===== src/common/mprf_params.svh =====
`ifndef MPRF_PARAMS_SVH
`define MPRF_PARAMS_SVH

// datapath
`define XLEN        32
// register select, 0 is no register
`define RGBIT       5

// execution lanes
`define EXEC_LEN    2
`define EXEC_OFF    2

// result buffer
`define RFBUF_LEN   8
`define RFBUF_OFF   4

// retires per cycle
`define RFINTO_LEN  2
`define RFINTO_OFF  2

// order and level counts
`define MMCMB_OFF   3
`define JCBUF_OFF   2

`endif

===== src/common/rfbuf_if.sv =====
`timescale 1ns/10ps
`include "mprf_params.svh"

interface rfbuf_if;

	// registered buffer contents, entry 0 is oldest
	logic [`RFBUF_LEN*`RGBIT-1:0]  buf_sel;
	logic [`RFBUF_LEN*`XLEN-1:0]   buf_data;
	logic [`RFBUF_OFF-1:0]         buf_len;

	// retire slots, select 0 when empty
	logic [`RFINTO_LEN*`RGBIT-1:0] away_sel;
	logic [`RFINTO_LEN*`XLEN-1:0]  away_data;

	modport view (
		input buf_sel,
		input buf_data,
		input buf_len
	);

	modport retire (
		input away_sel,
		input away_data
	);

endinterface


===== src/design/rs_read.sv =====
`timescale 1ns/10ps
`include "mprf_params.svh"

module rs_read (
	input  logic [`RGBIT-1:0]   rs_sel,
	input  logic [`RGBIT-1:0]   mem_sel,
	input  logic [`XLEN-1:0]    mem_data,
	input  logic [31*`XLEN-1:0] reg_words,
	rfbuf_if.view               vw,
	output logic [`XLEN-1:0]    rs_word
);

	logic                  buf_hit;
	logic [`RFBUF_OFF-1:0] hit_idx;
	logic [`XLEN-1:0]      buf_word;
	logic [`XLEN-1:0]      reg_word;
	logic                  mem_hit;

	// newest match is the highest index
	always_comb begin
		buf_hit = 1'b0;
		hit_idx = '0;
		for (int j = 0; j < `RFBUF_LEN; j++) begin
			if (j < vw.buf_len && vw.buf_sel[j*`RGBIT +: `RGBIT] == rs_sel) begin
				buf_hit = 1'b1;
				hit_idx = (`RFBUF_OFF)'(j);
			end
		end
	end

	assign buf_word = vw.buf_data[hit_idx*`XLEN +: `XLEN];
	assign reg_word = (rs_sel == '0) ? '0 : reg_words[(rs_sel - 1'b1)*`XLEN +: `XLEN];
	assign mem_hit  = (mem_sel != '0) && (mem_sel == rs_sel);

	// memory, then buffer, then register
	assign rs_word = mem_hit ? mem_data : (buf_hit ? buf_word : reg_word);

endmodule


===== src/flat_wrapper.sv =====
// flat-port wrapper written by rule: the top's interface ports become plain ports
module rs_read_flat 
  (rs_sel, mem_sel, mem_data, reg_words, rs_word, vw_buf_sel, vw_buf_data, vw_buf_len);
  rfbuf_if vw_i ();
  input  logic [`RGBIT-1:0] rs_sel;
  input  logic [`RGBIT-1:0] mem_sel;
  input  logic [`XLEN-1:0] mem_data;
  input  logic [31*`XLEN-1:0] reg_words;
  output logic [`XLEN-1:0] rs_word;
  input wire logic [$bits(vw_i.buf_sel)-1:0] vw_buf_sel;
  input wire logic [$bits(vw_i.buf_data)-1:0] vw_buf_data;
  input wire logic [$bits(vw_i.buf_len)-1:0] vw_buf_len;
  assign vw_i.buf_sel = vw_buf_sel;
  assign vw_i.buf_data = vw_buf_data;
  assign vw_i.buf_len = vw_buf_len;
  rs_read u_core (.rs_sel(rs_sel), .mem_sel(mem_sel), .mem_data(mem_data), .reg_words(reg_words), .vw(vw_i), .rs_word(rs_word));
endmodule

===== config.mk =====
export PLATFORM = sky130hd
export DESIGN_NAME = rs_read_flat
export DESIGN_NICKNAME = d
export VERILOG_FILES = /design/src/common/rfbuf_if.sv /design/src/design/rs_read.sv /design/src/flat_wrapper.sv
export VERILOG_INCLUDE_DIRS = /design/src /design/src/common
export SDC_FILE = /design/constraint.sdc
export NUM_CORES = 1
export LEC_CHECK = 0
export ABC_CLOCK_PERIOD_IN_PS = 3900
export BUFFER_PORTS_ARGS = -buffer_cell sky130_fd_sc_hd__buf_4
export CORE_AREA = 2 2 539 541
export DETAILED_ROUTE_END_ITERATION = 12
export DIE_AREA = 0 0 541 543
export GPL_TIMING_DRIVEN = 0
export PLACE_DENSITY = 0.3
export SLEW_MARGIN = 30
export SYNTH_ARGS = -nofsm -noshare
export SYNTH_HDL_FRONTEND = slang
export SYNTH_SLANG_ARGS = --single-unit
export TNS_END_PERCENT = 100

===== constraint.sdc =====
create_clock -name vclk -period 3.9
set_input_delay 0.195 -clock vclk [all_inputs]
set_output_delay 0.195 -clock vclk [all_outputs]
set_load 0.05 [all_outputs]

==> results.cfg <==
[run_status]
outcome = complete, but fails checks
failed_checks = setup timing

[route]
top_layer = met5
met3_length_um = 19330
vias_per_cell = 2.991
drc = 0
via_count = 19550
drtPass1Iterations = 5
post_drt_wl_per_cell_um = 36.16
routed_wl_um = 236300
wl_met2_um = 118000
drt_iter0_drc = 1180
drtAntennaViolNets = 0
wl_met1_um = 90920

[critical_path]
worstSetupPathType = in -> out
crit_path_end_kind = primary output
crit_family = compound AO/OA/AOI/OAI gates
path_cells = buf_12 -> buf_12 -> buf_16 -> clkinvlp_4 -> buf_12 -> ha_4 -> xor2_4 -> clkbuf_16 -> buf_16 -> buf_16 -> mux4_2 -> o211ai_1 -> o21ai_4 -> o211ai_1 -> buf_6 -> nand4_1 -> o32a_1 -> buf_6
cp-start-kind = primary input
cp_num_buf_inv = 10
critPathArrivalTime_ns = 4.56
cp_slowest_cell = o211ai_1
crit_required_ns = 3.70
slowest_delay_ns = 0.63
cp_max_fo = 6

[die]
die_w_um = 541
die_h_um = 543
fp-row-count = 197
dieArea_um2 = 293800
core_area_um2 = 287400
start_util_pct = 4.035
boundaryPins = 1366

[placement]
hpwl_um = 219600
post-place-ws_ns = -5.479
dpl_cell_area_um2 = 27250
port_buffers = 1364
finalWeightedCongestion = 0.9190

[timing]
setup_ws_ns = -0.8572
setup-violations-final = 32
period_minus_slack_ns = 4.757
fmax_mhz = 210.2
drv_slew = 0
finalHoldViolCount = 0
hold_slack_ns = 0.7607
setup_tns_ns = -15.84
worstMarginPinSlew_ns = 0.9874
grt_setup_unrepaired = true
max_slew_margin_pct = 34.17
fin_crit_sh_pct = 122.0

[grt]
grt_pass1_wl_um = 279500
grt_overflow = 0
grt_max_degree = 11
grt_usage_pct = 15.35
antenna_found_initial = 190
grt_pass1_vias = 21070

[power]
powerDensity_nw_per_um2 = 199.1
leakagePower_nw = 11.84
peakVddDrop_mv = 0.1303
total_power_w = 0.005896

[cells_and_area]
seq_cells = 0
finalNetCount = 4045
seqCellArea_um2 = 0
post-route-cell-area_um2 = 29610
syn2layout_area_growth_pct = 155.3
drive_gt1_share_pct = 73.33
num-clock-buffers = 0

[clock_tree]
cts_hold_buf = 0

[worst_hold_path]
hp-class = in -> out

[synthesis]
synthCells = 1232
synth_cell_types = 42
yosys_warnings = 0
seq_area_frac_synth_pct = 0
synth_area_per_cell_um2 = 9.413
synthesis.area_um2 = 11600
syn_nets = 2568

[flow_run]
maxCapViolCount = 0
==> through the flow <==
| step | instances | utilization, % |
|---|---|---|
| floorplan | 1232 | - |
| global placement | 6377 | 9.244 |
| detailed placement | 6420 | 9.481 |
| CTS | 6462 | 10.06 |
| global route | 6516 | 10.29 |
| finish | 6536 | 10.30 |
==> Yosys cell counts (33+ instances only) <==
cell type  count  area (um^2)
a211oi_1      33        247.7
nand4_1       33        206.5
mux4_2       225         5067
clkbuf_1      91        341.6
nor2_1        40        150.1
a21oi_1       72        360.4
o211ai_1      63        473.0
nand2_1      106        397.9
buf_2         57        285.3
mux2i_1      127         1271
nand2b_1      33        206.5
nor3_1        66        330.3
nand3_1       36        180.2
==> repair_timing <==
item                                    in CTS  in global routing
gates cloned                                 1                  0
setup buffers                               42                 25
pin swaps                                   57                 39
endpoints found under the setup margin      32                 32
resized for setup                          308                110
==> final timing paths <==
check | startpoint | end | cells after the start | slack [ns]
setup / recovery | rs_sel[0] | rs_word[4] | 18 | -0.86
hold / removal | mem_data[27] | rs_word[27] | 3 | 0.76
==> cell usage in the layout (no fill, tap or decap), drive strengths merged, types with 34 or more instances in the layout <==
cell type,n
a211oi,34
a21oi,73
buf,1541
clkbuf,95
diode,48
mux2i,127
mux4,225
nand2,106
nand3,36
nor2,40
nor3,66
o211ai,63
==> report_power, final <==
part	internal (W)	switching (W)	total, W
clock network	0.00000000156	0	0.00000000156
logic	0.00258	0.00332	0.00590
registers	0	0	0
total	0.00258	0.00332	0.00590
==> final cells by class <==
class              instances  area [um^2]
multi-input cells       1067        11770
well taps               3781         4731
plain buffers            161         1416
inverters                  4        18.77
repair buffers          1475        11560
diodes                    48        120.1
fillers                33500       257800
==> tightest hold or removal path: stages <==
cell and delay, ns:
buf_4 0.08, o32a_1 0.13, buf_6 0.16
==> routing by layer <==
layer  GRT usage (%)  vias to the layer above
met4           3.683                       66
met3           4.262                      304
met1           17.66                     9637
met2           27.78                     1364
met5               0                        -
li1                -                     8177
==> kinds of logic (layout without fill, tap and decap cells) <==
group | after synthesis | after routing | share of synthesized area, %
buffers and inverters | 165 | 1640 | 6.214
XOR/XNOR | 48 | 48 | 3.625
AO/OA/AOI/OAI | 302 | 302 | 18.55
adder cells (fa/ha/maj) | 2 | 2 | 0.2157
AND/OR/NAND/NOR | 332 | 332 | 13.73
multiplexers | 383 | 383 | 57.67
other | 0 | 48 | 0
No activity file was read; power rests on OpenSTA's default activity.
