**src/common/mprf_params.svh**
```systemverilog
`ifndef MPRF_PARAMS_SVH
`define MPRF_PARAMS_SVH

// datapath
`define XLEN        32
// register select, 0 is no register
`define RGBIT       5

// execution lanes
`define EXEC_LEN    2
`define EXEC_OFF    2

// result buffer
`define RFBUF_LEN   8
`define RFBUF_OFF   4

// retires per cycle
`define RFINTO_LEN  2
`define RFINTO_OFF  2

// order and level counts
`define MMCMB_OFF   3
`define JCBUF_OFF   2

`endif
```
**src/common/mprf_pkg.sv**
```systemverilog
`include "mprf_params.svh"

package mprf_pkg;

	// order count ticks on mem_release, stops at zero
	function automatic logic [`MMCMB_OFF-1:0] age_order(
		input logic [`MMCMB_OFF-1:0] order,
		input logic                  mem_release
	);
		return (mem_release && order != '0) ? order - 1'b1 : order;
	endfunction

	// level count ticks on level_decrease, stops at zero
	function automatic logic [`JCBUF_OFF-1:0] age_level(
		input logic [`JCBUF_OFF-1:0] level,
		input logic                  level_decrease
	);
		return (level_decrease && level != '0) ? level - 1'b1 : level;
	endfunction

	// both ticked counts at zero
	function automatic logic is_settled(
		input logic [`MMCMB_OFF-1:0] order_up,
		input logic [`JCBUF_OFF-1:0] level_up
	);
		return (order_up == '0) && (level_up == '0);
	endfunction

endpackage

```
**src/rfbuf/rfbuf_pack.sv**
```systemverilog
`timescale 1ns/10ps
`include "mprf_params.svh"

module rfbuf_pack
	import mprf_pkg::*;
(
	input  logic [`EXEC_LEN*`RGBIT-1:0]     rd_sel,
	input  logic [`EXEC_LEN*`MMCMB_OFF-1:0] rd_order,
	input  logic [`EXEC_LEN*`JCBUF_OFF-1:0] rd_level,
	input  logic [`EXEC_LEN*`XLEN-1:0]      rd_data,
	input  logic                            mem_release,
	input  logic                            level_decrease,
	input  logic                            clear_pipeline,
	input  logic                            level_clear,
	output logic [`EXEC_LEN*`RGBIT-1:0]     inc_sel,
	output logic [`EXEC_LEN*`MMCMB_OFF-1:0] inc_order,
	output logic [`EXEC_LEN*`JCBUF_OFF-1:0] inc_level,
	output logic [`EXEC_LEN*`XLEN-1:0]      inc_data,
	output logic [`EXEC_OFF-1:0]            inc_len
);

	logic [`EXEC_LEN*`MMCMB_OFF-1:0] order_up;
	logic [`EXEC_LEN*`JCBUF_OFF-1:0] level_up;
	logic [`EXEC_LEN-1:0]            lane_vld;
	logic [`EXEC_OFF-1:0]            pos;

	// ------------------------------------------------------------------------
	// per-lane tick and flush
	for (genvar i = 0; i < `EXEC_LEN; i++) begin : gen_lane
		assign order_up[i*`MMCMB_OFF +: `MMCMB_OFF] =
			age_order(rd_order[i*`MMCMB_OFF +: `MMCMB_OFF], mem_release);
		assign level_up[i*`JCBUF_OFF +: `JCBUF_OFF] =
			age_level(rd_level[i*`JCBUF_OFF +: `JCBUF_OFF], level_decrease);
		assign lane_vld[i] = (rd_sel[i*`RGBIT +: `RGBIT] != '0) &&
			!(clear_pipeline && !is_settled(order_up[i*`MMCMB_OFF +: `MMCMB_OFF],
				level_up[i*`JCBUF_OFF +: `JCBUF_OFF])) &&
			!(level_clear && level_up[i*`JCBUF_OFF +: `JCBUF_OFF] != '0);
	end

	// ------------------------------------------------------------------------
	// compact valid lanes to the low positions
	always_comb begin
		pos       = '0;
		inc_sel   = '0;
		inc_order = '0;
		inc_level = '0;
		inc_data  = '0;
		for (int i = 0; i < `EXEC_LEN; i++) begin
			if (lane_vld[i]) begin
				inc_sel[pos*`RGBIT +: `RGBIT] = rd_sel[i*`RGBIT +: `RGBIT];
				inc_order[pos*`MMCMB_OFF +: `MMCMB_OFF] = order_up[i*`MMCMB_OFF +: `MMCMB_OFF];
				inc_level[pos*`JCBUF_OFF +: `JCBUF_OFF] = level_up[i*`JCBUF_OFF +: `JCBUF_OFF];
				inc_data[pos*`XLEN +: `XLEN] = rd_data[i*`XLEN +: `XLEN];
				pos = pos + 1'b1;
			end
		end
		inc_len = pos;
	end

endmodule

```
**config.mk**
```make
export PLATFORM = sky130hd
export DESIGN_NAME = rfbuf_pack
export DESIGN_NICKNAME = d
export VERILOG_FILES = /design/src/common/mprf_pkg.sv /design/src/rfbuf/rfbuf_pack.sv
export VERILOG_INCLUDE_DIRS = /design/src /design/src/common
export SDC_FILE = /design/constraint.sdc
export NUM_CORES = 1
export LEC_CHECK = 0
export ABC_AREA = 1
export BUFFER_PORTS_ARGS = -buffer_cell sky130_fd_sc_hd__clkbuf_2
export CORE_AREA = 2 2 75 77
export DETAILED_ROUTE_END_ITERATION = 7
export DIE_AREA = 0 0 77 79
export PLACE_DENSITY = 0.76
export SETUP_SLACK_MARGIN = 0.2
export SLEW_MARGIN = 20
export SYNTH_ARGS = -nofsm -noshare
export SYNTH_HDL_FRONTEND = slang
export SYNTH_SLANG_ARGS = --single-unit
```
**constraint.sdc**
```tcl
create_clock -name vclk -period 3.29
set_input_delay 0.4935 -clock vclk [all_inputs]
set_output_delay 0.4935 -clock vclk [all_outputs]
set_load 0.02 [all_outputs]
```
==> reports/summary.txt, run 1 <==
Clock power frac: 0%
Placed cells: 546
Total GRT Usage: 17.71%
Mux share of post-synthesis cell area: 0%
Detailed Place HPWL: 4.715 mm
Tcrit/Tclk final: 84.67%
Switching Fraction: 65.12%
Post-synthesis cell type count: 20
Number of setup buffers added after CTS: 0
Drt first pass iters: 6
Resized cells post-CTS: 0
Hold WC Path Type: input pin to output pin
Synthesized cell area: 1490 µm²
Commonest non-fill, non-tap cell in the layout: clkbuf_2
Leak Pwr: 0.001564 µW
CLK BUF: 0
Synth Area in Adders: 5.038%
Initial core utilization: 27.92%
Synth Instances: 313
DRT iter0 DRCs: 83
Die width: 77 µm
Hold EP: inc_data[23]
Wire per inst: 10.30 µm
Most frequent cells in the layout: clkbuf_2 (174), nand2_1 (138), nand3_1 (51), nor2_1 (29), inv_1 (24)
Status: complete, no violations
Register area share after synthesis: 0%
Hold Crit Depth: 4
Vias: 2,497
Vias in the first global route: 2,229
Share of cells above drive strength 1: 44.94%
Initial antenna violation count: 0
RSZ-0062 raised after global routing: false
Area of the multi-input gates: 1245 µm²
Part of the power in combinational logic: 100.0%
Yosys warnings: 0
Max Clock Freq: 359.0 MHz
Pint: 147.9 µW
Largest net degree at the start of global routing: 43
Die H: 79 µm
Net switching power: 276.1 µW
Max_slew headroom: 73.50%
Fin cells: 546
Input/output buffers: 174
Ant diodes: 0
DRC: 0
CP Launch Type: input pin
PwrDens: 177.5 nW/µm²
Ports: 174
Worst Tran Pin Value: 0.3975 ns
Compound-Gate Fraction of Synth Area: 1.679%
CP Class: input pin to output pin
Layout filler cell count: 596
Finish-stage setup viols: 0
Worst Path Required: 2.80 ns
Post-synthesis xor/xnor area fraction: 0%
Max-slew violation count: 0
Crit path DAT: 2.29 ns
Largest family of logic cells by synthesized area: simple AND/OR/NAND/NOR gates
Post-route ant nets: 0
Total gr overflow: 0
Post-route setup TNS: 0 ns
Die ar.: 6083 µm²
Placer Congestion: 0.8122
Crit end category: output pin
Register area: 0 µm²
Worst-path maximum fanout: 24
Avg Inst Size Synth: 4.761 µm²
Synth Area in Simple Gates: 76.15%
Hold buffer count at cts: 0
Final wirelength: 5.625 mm
Num rows: 27
First-pass GRT wire length: 9.404 mm
Area Growth Syn to Fin: 60.29%
Worst vdd ir: 0.07755 mV
Post-synthesis net count: 407
Core Area: 5338 µm²
Fin. Hold Viols: 0
Seq cells: 0
Sequential cell fraction of total power: 0%
Post-layout min period: 2.786 ns
Max cap viols: 0
NumNets Final: 570
Hold_sp: rd_data[23]
Avg Vias per Cell: 4.573
cell type report:
cell class                      count  area share (%)
Inverter                           26           4.086
Multi-Input combinational cell    266           52.12
Tap cell                           72           3.772
Timing Repair Buffer              182           40.02
kinds of logic after synthesis:
group                      after synthesis
and+or+nand+nor                        258
buffers and inverters                   47
adders and majority gates                6
AOI/OAI and AO/OA                        2
worst max-delay path, cell delays in order:
cell and delay (ns):
clkbuf_2 0.09, inv_1 0.05, ha_1 0.20, ha_1 0.18
inv_1 0.10, nand3_1 0.07, nand2_1 0.14, nand3_1 0.09
nand2_1 0.10, inv_1 0.07, nor2_4 0.08, buf_4 0.26
nand3_1 0.10, nand2_1 0.09, clkbuf_2 0.17
through the flow:
step                setup slack (ns)  hold WS (ns)  instance area [µm²]  utilization [%]  power [µW]
floorplan                     0.6932         1.089                 1490                -       276.0
global placement              0.5452         1.302                 2389            44.75       422.1
detailed placement            0.4980         1.303                 2389            44.75       427.1
CTS                           0.4909         1.303                 2389            44.75       428.5
global route                  0.2503         1.316                 2389            44.75       472.3
finish                        0.5042         1.301                 2389            44.75       424.0
power by group through the flow:
stage	Sequential (µW)	Clock [µW]	Combinational, µW
floorplan	0	0	276
global placement	0	0	422
detailed placement	0	0	427
CTS	0	0	428
global route	0	0	472
finish	0	0	424
cell usage after synthesis, types with 2 or more instances:
cell type	count	area, µm²
buf_6	5	56.30
nor2_1	29	108.9
ha_1	6	75.07
nor3_1	8	40.04
nor2_2	12	75.07
inv_2	2	7.510
clkbuf_1	3	11.26
nand2_2	11	68.82
nand3_1	52	260.3
nand4_1	4	25.02
nand2_1	138	518.0
inv_1	24	90.09
buf_2	11	55.05
nand2_4	2	22.52
worst max-delay path by stage:
stage	from	end	slack [ns]
detailed placement	rd_order[3]	inc_order[1]	0.50
CTS	rd_order[3]	inc_order[1]	0.49
floorplan	rd_order[3]	inc_level[2]	0.69
global placement	rd_order[3]	inc_data[1]	0.55
global route	rd_order[3]	inc_data[18]	0.25
finish	rd_order[3]	inc_order[1]	0.50
layer usage:
| metal | wire (µm) | vias up | part of all wire [%] | global-route usage, % |
|---|---|---|---|---|
| met5 | 0 | - | 0 | 0 |
| met4 | 0 | 0 | 0 | 1.071 |
| li1 | - | 1300 | - | - |
| met3 | 490 | 0 | 8.7 | 2.955 |
| met1 | 2297 | 1086 | 41 | 20.68 |
| met2 | 2838 | 111 | 50 | 35.18 |
Power figures use the tool's default switching activity.
==> run 2, diff against run 1 <==
--- a/config.mk
+++ b/config.mk
@@ -11,7 +11,7 @@
 export CORE_AREA = 2 2 75 77
 export DETAILED_ROUTE_END_ITERATION = 7
 export DIE_AREA = 0 0 77 79
-export PLACE_DENSITY = 0.76
+export PLACE_DENSITY = 0.79
 export SETUP_SLACK_MARGIN = 0.2
 export SLEW_MARGIN = 20
 export SYNTH_ARGS = -nofsm -noshare
==> constraint.sdc (replaced) <==
create_clock -name vclk -period 2.3
set_input_delay 0.345 -clock vclk [all_inputs]
set_output_delay 0.345 -clock vclk [all_outputs]
set_load 0.02 [all_outputs]
==> reports/summary.txt, run 2 (same netlist as run 1, synthesis figures left out) <==
Worst-path maximum fanout: 7
Seq cells: 0
Post-layout min period: 2.428 ns
Post-route setup TNS: -5.657 ns
Max_slew headroom: 78.78%
Die ar.: 6083 µm²
Wire per inst: 17.87 µm
Area Growth Syn to Fin: 208.1%
First-pass GRT wire length: 14.12 mm
Post-route ant nets: 0
CP Launch Type: input pin
Met1 Track Usage GR: 28.93%
Total GRT Usage: 27.67%
Worst Tran Pin Value: 0.3172 ns
Avg Vias per Cell: 5.181
Placed cells: 562
Failing checks: negative setup slack
M3 GR Usage: 4.886%
Max Clock Freq: 411.9 MHz
Most frequent cells in the layout: clkbuf_2 (84), nand2_1 (70), nand2_2 (69), buf_4 (43), clkbuf_8 (41)
Register area: 0 µm²
Placer Congestion: 0.7310
Hold WC Path Type: input pin to output pin
DRC: 0
RSZ-0062 raised after global routing: true
Initial antenna violation count: 0
Worst vdd ir: 0.2254 mV
Detailed Place HPWL: 5.108 mm
Layout filler cell count: 279
Die H: 79 µm
Crit path DAT: 2.08 ns
Worst Path Required: 1.96 ns
Initial core utilization: 27.92%
Input/output buffers: 174
PwrDens: 270.3 nW/µm²
Core Area: 5338 µm²
Place WS: -0.2024 ns
Ant diodes: 0
Total gr overflow: 0
CLK BUF: 0
Tcrit/Tclk final: 105.6%
Status: complete, but fails checks
Num rows: 27
CP Cell Sequence: clkbuf_16, inv_8, ha_4, ha_4, nor2_2, nand2_1, nand2_1, nand3_2, nand2_4, nand2_8, clkinv_8, buf_12, buf_16, nand2_4, nor2_4, buf_6
Final wirelength: 10.65 mm
Fin cells: 596
Vias in the first global route: 3,029
Die width: 77 µm
GRT Max-Usage Layer: met2
Fin. Hold Viols: 0
Crit end category: output pin
Max-slew violation count: 0
Slowest CP cell: ha_4
Hold buffer count at cts: 0
Max cap viols: 0
Vias: 3,088
DRT iter0 DRCs: 153
Worst path max stage delay: 0.16 ns
Finish-stage setup viols: 85
Drt first pass iters: 4
Largest net degree at the start of global routing: 20
Final Worst Setup Slack: -0.1281 ns
Commonest non-fill, non-tap cell in the layout: clkbuf_2
Share of cells above drive strength 1: 75.57%
CP Class: input pin to output pin
Ports: 174
Leak Pwr: 0.002260 µW
NumNets Final: 620
Met2 Use GR: 55.61%
## run 2: path summary, 6_finish.rpt
kind	cells after the start	end	startpoint	slack, ns
setup / recovery	16	inc_data[58]	rd_order[0]	-0.13
hold / removal	4	inc_data[5]	rd_data[5]	1.0
## run 2: routing by layer
layer / up-vias / part of all wire [%] / wire length, µm
li1: 1414 / - / -
met1: 1443 / 36 / 3831
met2: 199 / 53 / 5690
met3: 32 / 7.5 / 799
met4: 0 / 3.1 / 327
met5: - / 0 / 0
## run 2: cell type report
| class | instances | area [µm²] | share of cell area [%] |
|---|---|---|---|
| repair inverters | 1 | 8.758 | 0.1907 |
| multi-input cells | 266 | 1916 | 41.72 |
| well taps | 72 | 90.09 | 1.962 |
| repair buffers | 231 | 2437 | 53.08 |
| inverters | 26 | 140.1 | 3.052 |
## run 2: where the power goes
part | internal, µW | switching [µW]
Sequential | 0 | 0
Combinational | 600 | 642
Clock | 0 | 0
## run 2: through the flow
step           utilization (%)  hold slack [ns]  instance area, µm²  total power, µW
2_1_floorplan                -           0.7764                1888            485.7
3_3_place_gp             54.85            1.003                2928            734.3
3_5_place_dp             54.85            1.010                2928            748.5
4_1_cts                  76.75            1.012                4096             1055
5_1_grt                  86.03            1.019                4592             1300
6_report                 86.03           0.9975                4592             1241
## run 2: repair_timing
action | CTS | global route
cloned | 10 | 5
buffers inserted | 9 | 10
endpoints found under the setup margin | 86 | 86
resized for setup | 184 | 124
pin swaps | 19 | 30
## run 2: critical path, delay by kind of cell
| family | cells | cell delay, ns |
|---|---|---|
| simple gates | 8 | 0.81 |
| buf+inv | 6 | 0.59 |
| fa+ha+maj | 2 | 0.31 |
